File: src/include/riscv_defs.svh
`ifndef RISCV_DEFS_SVH
`define RISCV_DEFS_SVH

`define XLEN        32
`define RESET_PC    32'h0000_0000
`define IMEM_DEPTH  256
`define IMEM_AW     8
`define DMEM_DEPTH  64
`define DMEM_AW     6

// major opcodes, instr[6:0]
`define OPC_OP      7'b0110011
`define OPC_OP_IMM  7'b0010011
`define OPC_LUI     7'b0110111
`define OPC_AUIPC   7'b0010111
`define OPC_LOAD    7'b0000011
`define OPC_STORE   7'b0100011
`define OPC_BRANCH  7'b1100011
`define OPC_JAL     7'b1101111
`define OPC_JALR    7'b1100111
`define OPC_SYSTEM  7'b1110011

`define F3_CSRRW    3'b001
`define F3_SR       3'b101
`define F3_BEQ      3'b000
`define F3_BNE      3'b001
`define F3_BLT      3'b100
`define F3_BGE      3'b101
`define F3_BLTU     3'b110
`define F3_BGEU     3'b111

`define CSR_TOHOST  12'h51e
`define NOP_INSTR   32'h0000_0013

// alu op is {instr[30], funct3}, pass-b uses a free code
`define ALU_ADD     4'b0000
`define ALU_SUB     4'b1000
`define ALU_SLL     4'b0001
`define ALU_SLT     4'b0010
`define ALU_SLTU    4'b0011
`define ALU_XOR     4'b0100
`define ALU_SRL     4'b0101
`define ALU_SRA     4'b1101
`define ALU_OR      4'b0110
`define ALU_AND     4'b0111
`define ALU_PASSB   4'b1111

`define WB_ALU      2'd0
`define WB_MEM      2'd1
`define WB_PC4      2'd2
`define WB_NONE     2'd3

`endif

File: src/logic/riscv_pkg.sv
`include "riscv_defs.svh"

package riscv_pkg;

    typedef logic [`XLEN-1:0]    word_t;      // data, address, instruction
    typedef logic [4:0]          reg_addr_t;
    typedef logic [`IMEM_AW-1:0] imem_addr_t; // word index for program load
    typedef logic [`DMEM_AW-1:0] dmem_addr_t;
    typedef logic [2:0]          funct3_t;
    typedef logic [3:0]          alu_op_t;
    typedef logic [1:0]          wb_sel_t;

    // execute to writeback register contents
    typedef struct packed {
        logic      valid;
        reg_addr_t rd;
        wb_sel_t   wb_sel;
        word_t     alu;      // also carries the csr write value
        word_t     pc_plus4;
    } ex_wb_t;

endpackage

File: src/logic/id_ex_if.sv
`timescale 1ns/1ps

interface id_ex_if;
    import riscv_pkg::*;

    logic      valid;
    word_t     pc;
    word_t     pc_plus4;
    reg_addr_t rs1;
    word_t     rs1_data;
    reg_addr_t rs2;
    word_t     rs2_data;
    reg_addr_t rd;
    word_t     imm;
    alu_op_t   alu_op;
    logic      a_is_pc;  // alu operand a from pc instead of rs1
    logic      b_is_imm; // alu operand b from imm instead of rs2
    logic      is_branch;
    logic      is_jal;
    logic      is_jalr;
    funct3_t   funct3;
    logic      mem_write;
    logic      is_csr_write;
    wb_sel_t   wb_sel;

    modport producer (output valid, pc, pc_plus4, rs1, rs1_data, rs2, rs2_data, rd, imm,
                      alu_op, a_is_pc, b_is_imm, is_branch, is_jal, is_jalr, funct3,
                      mem_write, is_csr_write, wb_sel);
    modport consumer (input valid, pc, pc_plus4, rs1, rs1_data, rs2, rs2_data, rd, imm,
                      alu_op, a_is_pc, b_is_imm, is_branch, is_jal, is_jalr, funct3,
                      mem_write, is_csr_write, wb_sel);

endinterface

File: src/logic/execute_stage.sv
`timescale 1ns/1ps
`include "riscv_defs.svh"

module execute_stage (
    input  logic                  clk_i,
    input  logic                  rst_i,
    id_ex_if.consumer             id,
    input  logic                  wb_we_i,
    input  riscv_pkg::reg_addr_t  wb_rd_i,
    input  riscv_pkg::word_t      wb_data_i,
    output logic                  redirect_o,
    output riscv_pkg::word_t      target_o,
    output riscv_pkg::dmem_addr_t dmem_addr_o,
    output riscv_pkg::word_t      dmem_wdata_o,
    output logic                  dmem_we_o,
    output riscv_pkg::ex_wb_t     ex_wb_o,
    output logic                  csr_write_o
);
    import riscv_pkg::*;

    word_t rs1_val;
    word_t rs2_val;
    word_t op_a;
    word_t op_b;
    word_t alu_res;
    logic  taken;

    // forwarding from writeback also covers load-use
    assign rs1_val = (wb_we_i && wb_rd_i != 5'd0 && wb_rd_i == id.rs1) ? wb_data_i : id.rs1_data;
    assign rs2_val = (wb_we_i && wb_rd_i != 5'd0 && wb_rd_i == id.rs2) ? wb_data_i : id.rs2_data;

    assign op_a = id.a_is_pc  ? id.pc  : rs1_val;
    assign op_b = id.b_is_imm ? id.imm : rs2_val;

    always_comb begin
        case (id.alu_op)
            `ALU_SUB:   alu_res = op_a - op_b;
            `ALU_SLL:   alu_res = op_a << op_b[4:0];
            `ALU_SLT:   alu_res = {31'b0, $signed(op_a) < $signed(op_b)};
            `ALU_SLTU:  alu_res = {31'b0, op_a < op_b};
            `ALU_XOR:   alu_res = op_a ^ op_b;
            `ALU_SRL:   alu_res = op_a >> op_b[4:0];
            `ALU_SRA:   alu_res = $signed(op_a) >>> op_b[4:0];
            `ALU_OR:    alu_res = op_a | op_b;
            `ALU_AND:   alu_res = op_a & op_b;
            `ALU_PASSB: alu_res = op_b;           // lui
            default:    alu_res = op_a + op_b;
        endcase
    end

    always_comb begin
        case (id.funct3)
            `F3_BEQ:  taken = rs1_val == rs2_val;
            `F3_BNE:  taken = rs1_val != rs2_val;
            `F3_BLT:  taken = $signed(rs1_val) < $signed(rs2_val);
            `F3_BGE:  taken = $signed(rs1_val) >= $signed(rs2_val);
            `F3_BLTU: taken = rs1_val < rs2_val;
            `F3_BGEU: taken = rs1_val >= rs2_val;
            default:  taken = 1'b0;
        endcase
    end

    assign redirect_o = id.valid && (id.is_jal || id.is_jalr || (id.is_branch && taken));
    assign target_o   = id.is_jalr ? {alu_res[31:1], 1'b0} : id.pc + id.imm;

    // data memory is addressed straight from EX
    assign dmem_addr_o  = alu_res[`DMEM_AW+1:2];
    assign dmem_wdata_o = rs2_val;
    assign dmem_we_o    = id.valid && id.mem_write;

    always_ff @(posedge clk_i) begin
        if (rst_i) begin
            ex_wb_o.valid <= 1'b0;
            csr_write_o   <= 1'b0;
        end else begin
            ex_wb_o.valid <= id.valid;
            csr_write_o   <= id.valid && id.is_csr_write;
        end
        ex_wb_o.rd       <= id.rd;
        ex_wb_o.wb_sel   <= id.wb_sel;
        ex_wb_o.alu      <= alu_res;
        ex_wb_o.pc_plus4 <= id.pc_plus4;
    end

    // flush plus fetch bubble give two empty EX slots
    a_two_bubbles: assert property (@(posedge clk_i) disable iff (rst_i)
        redirect_o |=> !id.valid ##1 !id.valid);

endmodule

File: src/flat_wrapper.sv
// flat-port wrapper written by rule: the top's interface ports become plain ports
module execute_stage_flat import riscv_pkg::*;
  (clk_i, rst_i, wb_we_i, wb_rd_i, wb_data_i, redirect_o, target_o, dmem_addr_o, dmem_wdata_o, dmem_we_o, ex_wb_o, csr_write_o, id_valid, id_pc, id_pc_plus4, id_rs1, id_rs1_data, id_rs2, id_rs2_data, id_rd, id_imm, id_alu_op, id_a_is_pc, id_b_is_imm, id_is_branch, id_is_jal, id_is_jalr, id_funct3, id_mem_write, id_is_csr_write, id_wb_sel);
  id_ex_if id_i ();
  input  logic clk_i;
  input  logic rst_i;
  input  logic wb_we_i;
  input  riscv_pkg::reg_addr_t wb_rd_i;
  input  riscv_pkg::word_t wb_data_i;
  output logic redirect_o;
  output riscv_pkg::word_t target_o;
  output riscv_pkg::dmem_addr_t dmem_addr_o;
  output riscv_pkg::word_t dmem_wdata_o;
  output logic dmem_we_o;
  output riscv_pkg::ex_wb_t ex_wb_o;
  output logic csr_write_o;
  input wire logic [$bits(id_i.valid)-1:0] id_valid;
  input wire logic [$bits(id_i.pc)-1:0] id_pc;
  input wire logic [$bits(id_i.pc_plus4)-1:0] id_pc_plus4;
  input wire logic [$bits(id_i.rs1)-1:0] id_rs1;
  input wire logic [$bits(id_i.rs1_data)-1:0] id_rs1_data;
  input wire logic [$bits(id_i.rs2)-1:0] id_rs2;
  input wire logic [$bits(id_i.rs2_data)-1:0] id_rs2_data;
  input wire logic [$bits(id_i.rd)-1:0] id_rd;
  input wire logic [$bits(id_i.imm)-1:0] id_imm;
  input wire logic [$bits(id_i.alu_op)-1:0] id_alu_op;
  input wire logic [$bits(id_i.a_is_pc)-1:0] id_a_is_pc;
  input wire logic [$bits(id_i.b_is_imm)-1:0] id_b_is_imm;
  input wire logic [$bits(id_i.is_branch)-1:0] id_is_branch;
  input wire logic [$bits(id_i.is_jal)-1:0] id_is_jal;
  input wire logic [$bits(id_i.is_jalr)-1:0] id_is_jalr;
  input wire logic [$bits(id_i.funct3)-1:0] id_funct3;
  input wire logic [$bits(id_i.mem_write)-1:0] id_mem_write;
  input wire logic [$bits(id_i.is_csr_write)-1:0] id_is_csr_write;
  input wire logic [$bits(id_i.wb_sel)-1:0] id_wb_sel;
  assign id_i.valid = id_valid;
  assign id_i.pc = id_pc;
  assign id_i.pc_plus4 = id_pc_plus4;
  assign id_i.rs1 = id_rs1;
  assign id_i.rs1_data = id_rs1_data;
  assign id_i.rs2 = id_rs2;
  assign id_i.rs2_data = id_rs2_data;
  assign id_i.rd = id_rd;
  assign id_i.imm = id_imm;
  assign id_i.alu_op = id_alu_op;
  assign id_i.a_is_pc = id_a_is_pc;
  assign id_i.b_is_imm = id_b_is_imm;
  assign id_i.is_branch = id_is_branch;
  assign id_i.is_jal = id_is_jal;
  assign id_i.is_jalr = id_is_jalr;
  assign id_i.funct3 = id_funct3;
  assign id_i.mem_write = id_mem_write;
  assign id_i.is_csr_write = id_is_csr_write;
  assign id_i.wb_sel = id_wb_sel;
  execute_stage u_core (.clk_i(clk_i), .rst_i(rst_i), .id(id_i), .wb_we_i(wb_we_i), .wb_rd_i(wb_rd_i), .wb_data_i(wb_data_i), .redirect_o(redirect_o), .target_o(target_o), .dmem_addr_o(dmem_addr_o), .dmem_wdata_o(dmem_wdata_o), .dmem_we_o(dmem_we_o), .ex_wb_o(ex_wb_o), .csr_write_o(csr_write_o));
endmodule
File: config.mk
export PLATFORM = sky130hd
export DESIGN_NAME = execute_stage_flat
export DESIGN_NICKNAME = d
export VERILOG_FILES = /design/src/logic/riscv_pkg.sv /design/src/logic/id_ex_if.sv /design/src/logic/execute_stage.sv /design/src/flat_wrapper.sv
export VERILOG_INCLUDE_DIRS = /design/src /design/src/include
export SDC_FILE = /design/constraint.sdc
export NUM_CORES = 1
export LEC_CHECK = 0
export BUFFER_PORTS_ARGS = -buffer_cell sky130_fd_sc_hd__buf_2
export CORE_UTILIZATION = 30
export CTS_BUF_LIST = sky130_fd_sc_hd__clkbuf_16
export CTS_CLUSTER_DIAMETER = 50
export DETAILED_ROUTE_END_ITERATION = 7
export SLEW_MARGIN = 20
export SYNTH_ARGS = -nofsm -noshare
export SYNTH_HDL_FRONTEND = slang
export SYNTH_SLANG_ARGS = --single-unit
File: constraint.sdc
create_clock -name clk_i -period 11.53 [get_ports clk_i]
set_clock_uncertainty 0.2 [all_clocks]
set_input_delay 2.306 -clock clk_i [delete_from_list [all_inputs] [get_ports clk_i]]
set_output_delay 2.306 -clock clk_i [all_outputs]
set_load 0.02 [all_outputs]
# Word-level counts from Yosys, hierarchy flattened
# Cells that the tools add are included.
# op_classes
add_sub_neg,3
magnitude_cmp,6
n_eq_ne,19
n_shift,3
n_mux,7
bitwise,3
reduce_logical,11
# ops
operator,n
$pmux 32 s10,1
$mux 32,5
$lt 32x32->1,4
$add 32x32->32,2
$ge 32x32->1,2
$and 32x32->32,1
$eq 32x32->1,1
$ne 32x32->1,1
$or 32x32->32,1
$shl 32x5->32,1
$shr 32x5->32,1
$sshr 32x5->32,1
$sub 32x32->32,1
$xor 32x32->32,1
$eq 4x3->1 const B,4
$eq 3x3->1 const B,4
$eq 4x4->1 const B,3
$eq 5x5->1,2
$eq 4x2->1 const B,2
$logic_and 1x1->1,7
$pmux 1 s6,1
$reduce_bool 5->1,1
$eq 4x1->1 const B,1
$eq 3x1->1 const B,1
2 further kinds,3
# word_totals
reg_bits,73
output_inout_bits,145
word_cells,58

# Logic depth before layout (Yosys ltp)
# depth
depth_word,9
depth_mapped,24
depth_no_buf,19

# Worst setup path after synthesis
# OpenSTA, ideal clock, no wires.
# synth_timing
path_type,input to output
from,input port wb_rd_i[4]
to,output port target_o[31]
arrival_time_ps,7608
required_time_ps,9024
slack_ps,1416
cell_stages,22
path_cell_list,buf_2 -> xnor2_2 -> o211ai_4 -> nor2_1 -> clkbuf_1 -> buf_1 -> mux2_2 -> mux2i_1 -> inv_1 -> ha_1 -> clkbuf_1 -> inv_1 -> nor3_1 -> nand2_1 -> o32ai_1 -> nor2_1 -> o31ai_1 -> a2111oi_0 -> o31ai_1 -> mux2i_1 -> nand4_1 -> mux2_2
# synth_via
elab_chain_len,8
elab_cells_between_ends,20
# synth_rtl
item,line,source
start: declaration,flat_wrapper.sv:8,input riscv_pkg::reg_addr_t wb_rd_i;
$reduce_bool 5->1,execute_stage.sv:30,assign rs2_val = (wb_we_i && wb_rd_i != 5'd0 && wb_rd_i == id.rs2) ? wb_data_i : id.rs2_data;
$logic_and 1x1->1,execute_stage.sv:30,
$logic_and 1x1->1 (*),execute_stage.sv:30,
$mux 32 (*),execute_stage.sv:30,
via dmem_wdata_o[14],flat_wrapper.sv:13,output riscv_pkg::word_t dmem_wdata_o;
$mux 32 (*),execute_stage.sv:33,assign op_b = id.b_is_imm ? id.imm : rs2_val;
$add 32x32->32 / $sub 32x32->32 (equally long branches),"execute_stage.sv:47, execute_stage.sv:37",
$pmux 32 s10 (*),execute_stage.sv:36,case (id.alu_op)
via u_core.alu_res[31],execute_stage.sv:25,word_t alu_res;
$mux 32 (*),execute_stage.sv:64,"assign target_o = id.is_jalr ? {alu_res[31:1], 1'b0} : id.pc + id.imm;"
end: declaration,flat_wrapper.sv:11,output riscv_pkg::word_t target_o;
# Mark *: on every way through the listed nets, which the timed path passes. The rest lies on a longest branch.

# Final worst setup path
# layout_timing
from,input port wb_rd_i[1]
to,output port target_o[31]
# layout_via
elab_chain_len,8
elab_cells_between_ends,20
# layout_rtl
item,line,source
$reduce_bool 5->1,"execute_stage.sv:29, execute_stage.sv:30",
$logic_and 1x1->1,"execute_stage.sv:29, execute_stage.sv:30",
"$logic_and 1x1->1, on equally long branches","execute_stage.sv:29, execute_stage.sv:30",
"$mux 32, on equally long branches","execute_stage.sv:29, execute_stage.sv:30",
"$mux 32, on equally long branches","execute_stage.sv:32, execute_stage.sv:33",
"$add 32x32->32, or another cell as far along",execute_stage.sv:47,default: alu_res = op_a + op_b;
$pmux 32 s10 (*),execute_stage.sv:36,
via u_core.alu_res[31],execute_stage.sv:25,
$mux 32 (*),execute_stage.sv:64,
# Marked as above.

==> impl_results.md <==
- Result of the run: complete, no violations
- Filler-free cell count of the finished design: between 3000 and 4000
- Final total negative setup slack: 0 ps
- Max-slew violation count: 0
- Initial antenna violation count: 5
- Final Hold Violating Endpoints: 0
- Cells traversed along the worst timing path: buf_2 > xnor2_1 > nand4_2 > nor2_4 > buf_4 > mux2_2 > mux2i_1 > inv_1 > ha_1 > inv_1 > nor3_1 > nand2_1 > o32ai_1 > nor2_1 > buf_4 > o31ai_1 > a2111oi_0 > o31ai_1 > mux2i_1 > nand4_1 > mux2_2 > buf_2
- Area growth, synth to finish: 18.4%
- Critical Path Sink Type: primary output
- Post-synth top flop: sky130_fd_sc_hd__dfxtp_1
- Count of vias placed by the detailed router: around 19000
- Class of the most critical hold timing path: input port to flop
- 1st-pass router iterations: 7
- Count of unique library cells instantiated by Yosys: 97
- Cell area after synthesis: 15500 um^2
- Wire length the detailed router placed on met1: roughly 35000 um
- Mean instance size in the synthesized netlist: between 7 and 8 um^2
- Highest layer used for signal routing: met4
- Global-route wire length before repair: between 100000 and 150000 um
- Gpl congestion: approximately 1
- Core Rows: 82
- Top fanout value on the critical path: 16
- Worst slew slack as a fraction of its limit: between 20 and 25%
- Total wire length: 83200 um
- Routed wirelength normalized by instance count: 27.1 um
- Number of setup violations in the final report: 0
- CP required: 9020 ps
- Share of the yosys chip area belonging to registers: a little under a tenth
- Depth of the critical timing path with buffers and inverters included: 22
- Post-detailed-route via-to-cell ratio: roughly 6
- Port Buffer Count: around 380
- Chip width: 229 um
- NumNets Final: approximately 2800
- Number of hold buffers added after CTS: 0
- Number of nets in the synthesized netlist: 2491
- Number of buffer and inverter stages on the critical path: 6
- Total length of routed met3 wires: between 7000 and 8000 um
- Final HPWL DP: a little under 70000 um
- Count of buffers added by post-CTS timing repair for setup: 0
- Die height: around 230 um
- Final Cycle Share: a little over nine tenths
- Power density over the cells: around 100 nW/um^2
- Number of sinks driven by the clock tree: between 70 and 80
- Critical Path Sink: target_o[31]
- Die Area: around 52000 um^2
- Drt first-iter violations: 2049
- Overflow after GRT: 0
- Reg clk slew, reported paths: 80 ps
- Critical Path Max Stage Delay: roughly 560 ps
- Fraction of final layout cells sized beyond drive strength 1: between 20% and 30%
- Number of flops mapped to enable cells by yosys: 0
- Placed Cells incl. Taps: ~3100
- Total of flip-flops plus latches after synthesis: between 70 and 80
- CTS tree: done
- Number of instances resized during post-cts repair: 0
- Total track usage: a little under a third
- Worst slack on hold paths: about 1800 ps
- Maximum clock frequency: roughly 92 MHz
- H-tree depth: 3
- Launching element of the worst setup path: wb_rd_i[1]
- Buffer levels on the longest clock path: 2
- Via count of the first global-routing pass: 17800
- Initial Utilization: about 31%
- Post-layout minimum cycle time: roughly 11000 ps
- Critical path type: input port to primary output
- Number of nets still failing antenna checks after routing: 0
- CP arrival: 8380 ps
- Startpoint kind of the worst setup timing path: input port
- Final routed DRC violation total: 0
- Synth warnings: 0
- Measured slew at the worst slew-check pin: between 1000 and 1500 ps
- Inserted Clock Buffers: 9
- Worst IR Drop VDD: ~0.12 mV
- Lkg Pwr: just under 0.009 uW
- Wire length on met2: approximately 37000 um
- Cell with the largest stage delay on the worst path: sky130_fd_sc_hd__o31ai_1
- Library cell used as clock root buffer: sky130_fd_sc_hd__clkbuf_16
- Number of instances in the synthesized netlist: between 2000 and 2500
- Setup repair after global routing missed its margin: false
- Number of top-level pins: 377
- Largest net degree at the start of global routing: between 50 and 60
- Std-Cell Core Area: between 50000 and 60000 um^2
- Number of maximum-capacitance violations: 0
- Proportion of synthesized flip-flops having asynchronous set or reset: 0%
- Family with the most delay on the worst path: compound AO/OA/AOI/OAI gates
stage by stage:
step           setup WS [ps]  utilization, %  cell area, um^2  power, uW
6_report                 647            36.3            18300       1920
5_1_grt                  247            36.3            18300       2010
4_1_cts                  510            36.2            18300       1890
3_5_place_dp             540            35.6            17900       1540
3_3_place_gp             725            35.6            17900       1540
2_1_floorplan           1420               -            15500       1100
per-layer routing:
metal,up-vias,track usage (%)
met3,153,5.98
met2,1029,48.7
li1,8368,-
met5,-,0
met4,0,13.9
met1,8976,39.5
power by group:
group | total (uW) | internal (uW) | switching [uW]
Combinational | 1270 | 432 | 843
Sequential | 299 | 289 | 9.93
Clock | 347 | 212 | 135
synthesized netlist by cell type, types with 15 or more instances:
master | number | share of area, %
sky130_fd_sc_hd__nand2b_1 | 23 | 0.93
sky130_fd_sc_hd__a221o_1 | 15 | 0.97
sky130_fd_sc_hd__nor3_1 | 34 | 1.1
sky130_fd_sc_hd__a221oi_1 | 25 | 1.4
sky130_fd_sc_hd__a21o_1 | 49 | 2.4
sky130_fd_sc_hd__nor2b_1 | 17 | 0.69
sky130_fd_sc_hd__and2_1 | 18 | 0.73
sky130_fd_sc_hd__nand3_1 | 47 | 1.5
sky130_fd_sc_hd__mux2_2 | 95 | 6.9
sky130_fd_sc_hd__xnor2_1 | 39 | 2.2
sky130_fd_sc_hd__a21oi_1 | 152 | 4.9
sky130_fd_sc_hd__o21bai_1 | 15 | 0.73
sky130_fd_sc_hd__inv_1 | 139 | 3.4
sky130_fd_sc_hd__xor2_1 | 15 | 0.85
sky130_fd_sc_hd__o22ai_1 | 21 | 0.85
sky130_fd_sc_hd__dfxtp_1 | 73 | 9.5
sky130_fd_sc_hd__o21ai_0 | 104 | 3.4
sky130_fd_sc_hd__o211ai_1 | 29 | 1.4
sky130_fd_sc_hd__ha_1 | 160 | 13
sky130_fd_sc_hd__o21a_1 | 18 | 0.87
sky130_fd_sc_hd__clkbuf_1 | 87 | 2.1
sky130_fd_sc_hd__a211oi_1 | 34 | 1.7
sky130_fd_sc_hd__nor2_1 | 176 | 4.3
sky130_fd_sc_hd__buf_2 | 20 | 0.65
sky130_fd_sc_hd__buf_1 | 15 | 0.36
sky130_fd_sc_hd__mux2i_1 | 167 | 11
sky130_fd_sc_hd__a31oi_1 | 29 | 1.2
sky130_fd_sc_hd__o221ai_1 | 28 | 1.6
sky130_fd_sc_hd__nand4_1 | 19 | 0.77
sky130_fd_sc_hd__nand2_1 | 197 | 4.8
how the worst min path moves through the flow:
stage,from,end,slack (ps),depth (start not counted)
finish,id_rd[2],u_core.ex_wb_o[68]$_DFF_P_,1800,1
global route,id_pc_plus4[24],u_core.ex_wb_o[24]$_DFF_P_,1810,1
CTS,id_rd[2],u_core.ex_wb_o[68]$_DFF_P_,1800,1
detailed placement,id_pc_plus4[9],u_core.ex_wb_o[9]$_DFF_P_,2210,1
global placement,id_pc_plus4[12],u_core.ex_wb_o[12]$_DFF_P_,2210,1
floorplan,id_pc_plus4[0],u_core.ex_wb_o[0]$_DFF_P_,2130,0
registers in the layout, summed over array words and instances, names as in the netlist:
name,cells
u_core.ex_wb_o,72
u_core.csr_write_o,1
placed cells by master (no fill, tap or decap), types with 8 or more instances in the layout:
master                        n
sky130_fd_sc_hd__buf_2      376
sky130_fd_sc_hd__nand2_1    197
sky130_fd_sc_hd__nor2_1     175
sky130_fd_sc_hd__mux2i_1    167
sky130_fd_sc_hd__ha_1       160
sky130_fd_sc_hd__a21oi_1    152
sky130_fd_sc_hd__inv_1      140
sky130_fd_sc_hd__o21ai_0    104
sky130_fd_sc_hd__mux2_2      95
sky130_fd_sc_hd__dfxtp_1     73
sky130_fd_sc_hd__a21o_1      49
sky130_fd_sc_hd__buf_4       47
sky130_fd_sc_hd__nand3_1     46
sky130_fd_sc_hd__xnor2_1     39
sky130_fd_sc_hd__a211oi_1    34
sky130_fd_sc_hd__nor3_1      33
sky130_fd_sc_hd__o211ai_1    29
sky130_fd_sc_hd__a31oi_1     29
sky130_fd_sc_hd__o221ai_1    28
sky130_fd_sc_hd__a221oi_1    25
sky130_fd_sc_hd__nand2b_1    23
sky130_fd_sc_hd__o22ai_1     21
sky130_fd_sc_hd__nand4_1     19
sky130_fd_sc_hd__and2_1      18
sky130_fd_sc_hd__o21a_1      18
sky130_fd_sc_hd__nor2b_1     17
sky130_fd_sc_hd__a221o_1     15
sky130_fd_sc_hd__o21bai_1    15
sky130_fd_sc_hd__xor2_1      15
sky130_fd_sc_hd__a22oi_1     13
sky130_fd_sc_hd__o31ai_1     12
sky130_fd_sc_hd__mux4_2      11
sky130_fd_sc_hd__o21ai_1     10
sky130_fd_sc_hd__o211a_1      9
sky130_fd_sc_hd__o2111ai_1    9
sky130_fd_sc_hd__nor4_1       9
sky130_fd_sc_hd__or2_2        9
sky130_fd_sc_hd__clkbuf_16    9
sky130_fd_sc_hd__a2111oi_0    8
area by class of cell:
| type | count | area, um^2 |
|---|---|---|
| Fill cell | 5449 | 32200 |
| Multi-Input combinational cell | 1742 | 12900 |
| Timing Repair Buffer | 423 | 2230 |
| Sequential cell | 73 | 1460 |
| Tap cell | 672 | 841 |
| Inverter | 144 | 543 |
| Clock buffer | 9 | 225 |
| Clock inverter | 7 | 119 |
| Antenna cell | 5 | 12.5 |
kinds of logic (layout without fill, tap and decap cells):
group	Yosys count	count (layout)	share of synthesized area, %
AOI/OAI and AO/OA	661	661	29.4
xor gates and xnor gates	55	55	3.16
adders and majority gates	163	163	13.3
buffers and inverters	281	583	7.48
DFF	73	73	9.45
muxes	277	277	19.8
other	0	5	0
and+or+nand+nor	586	586	17.4
Note: power is estimated with default switching activity, not from simulation.
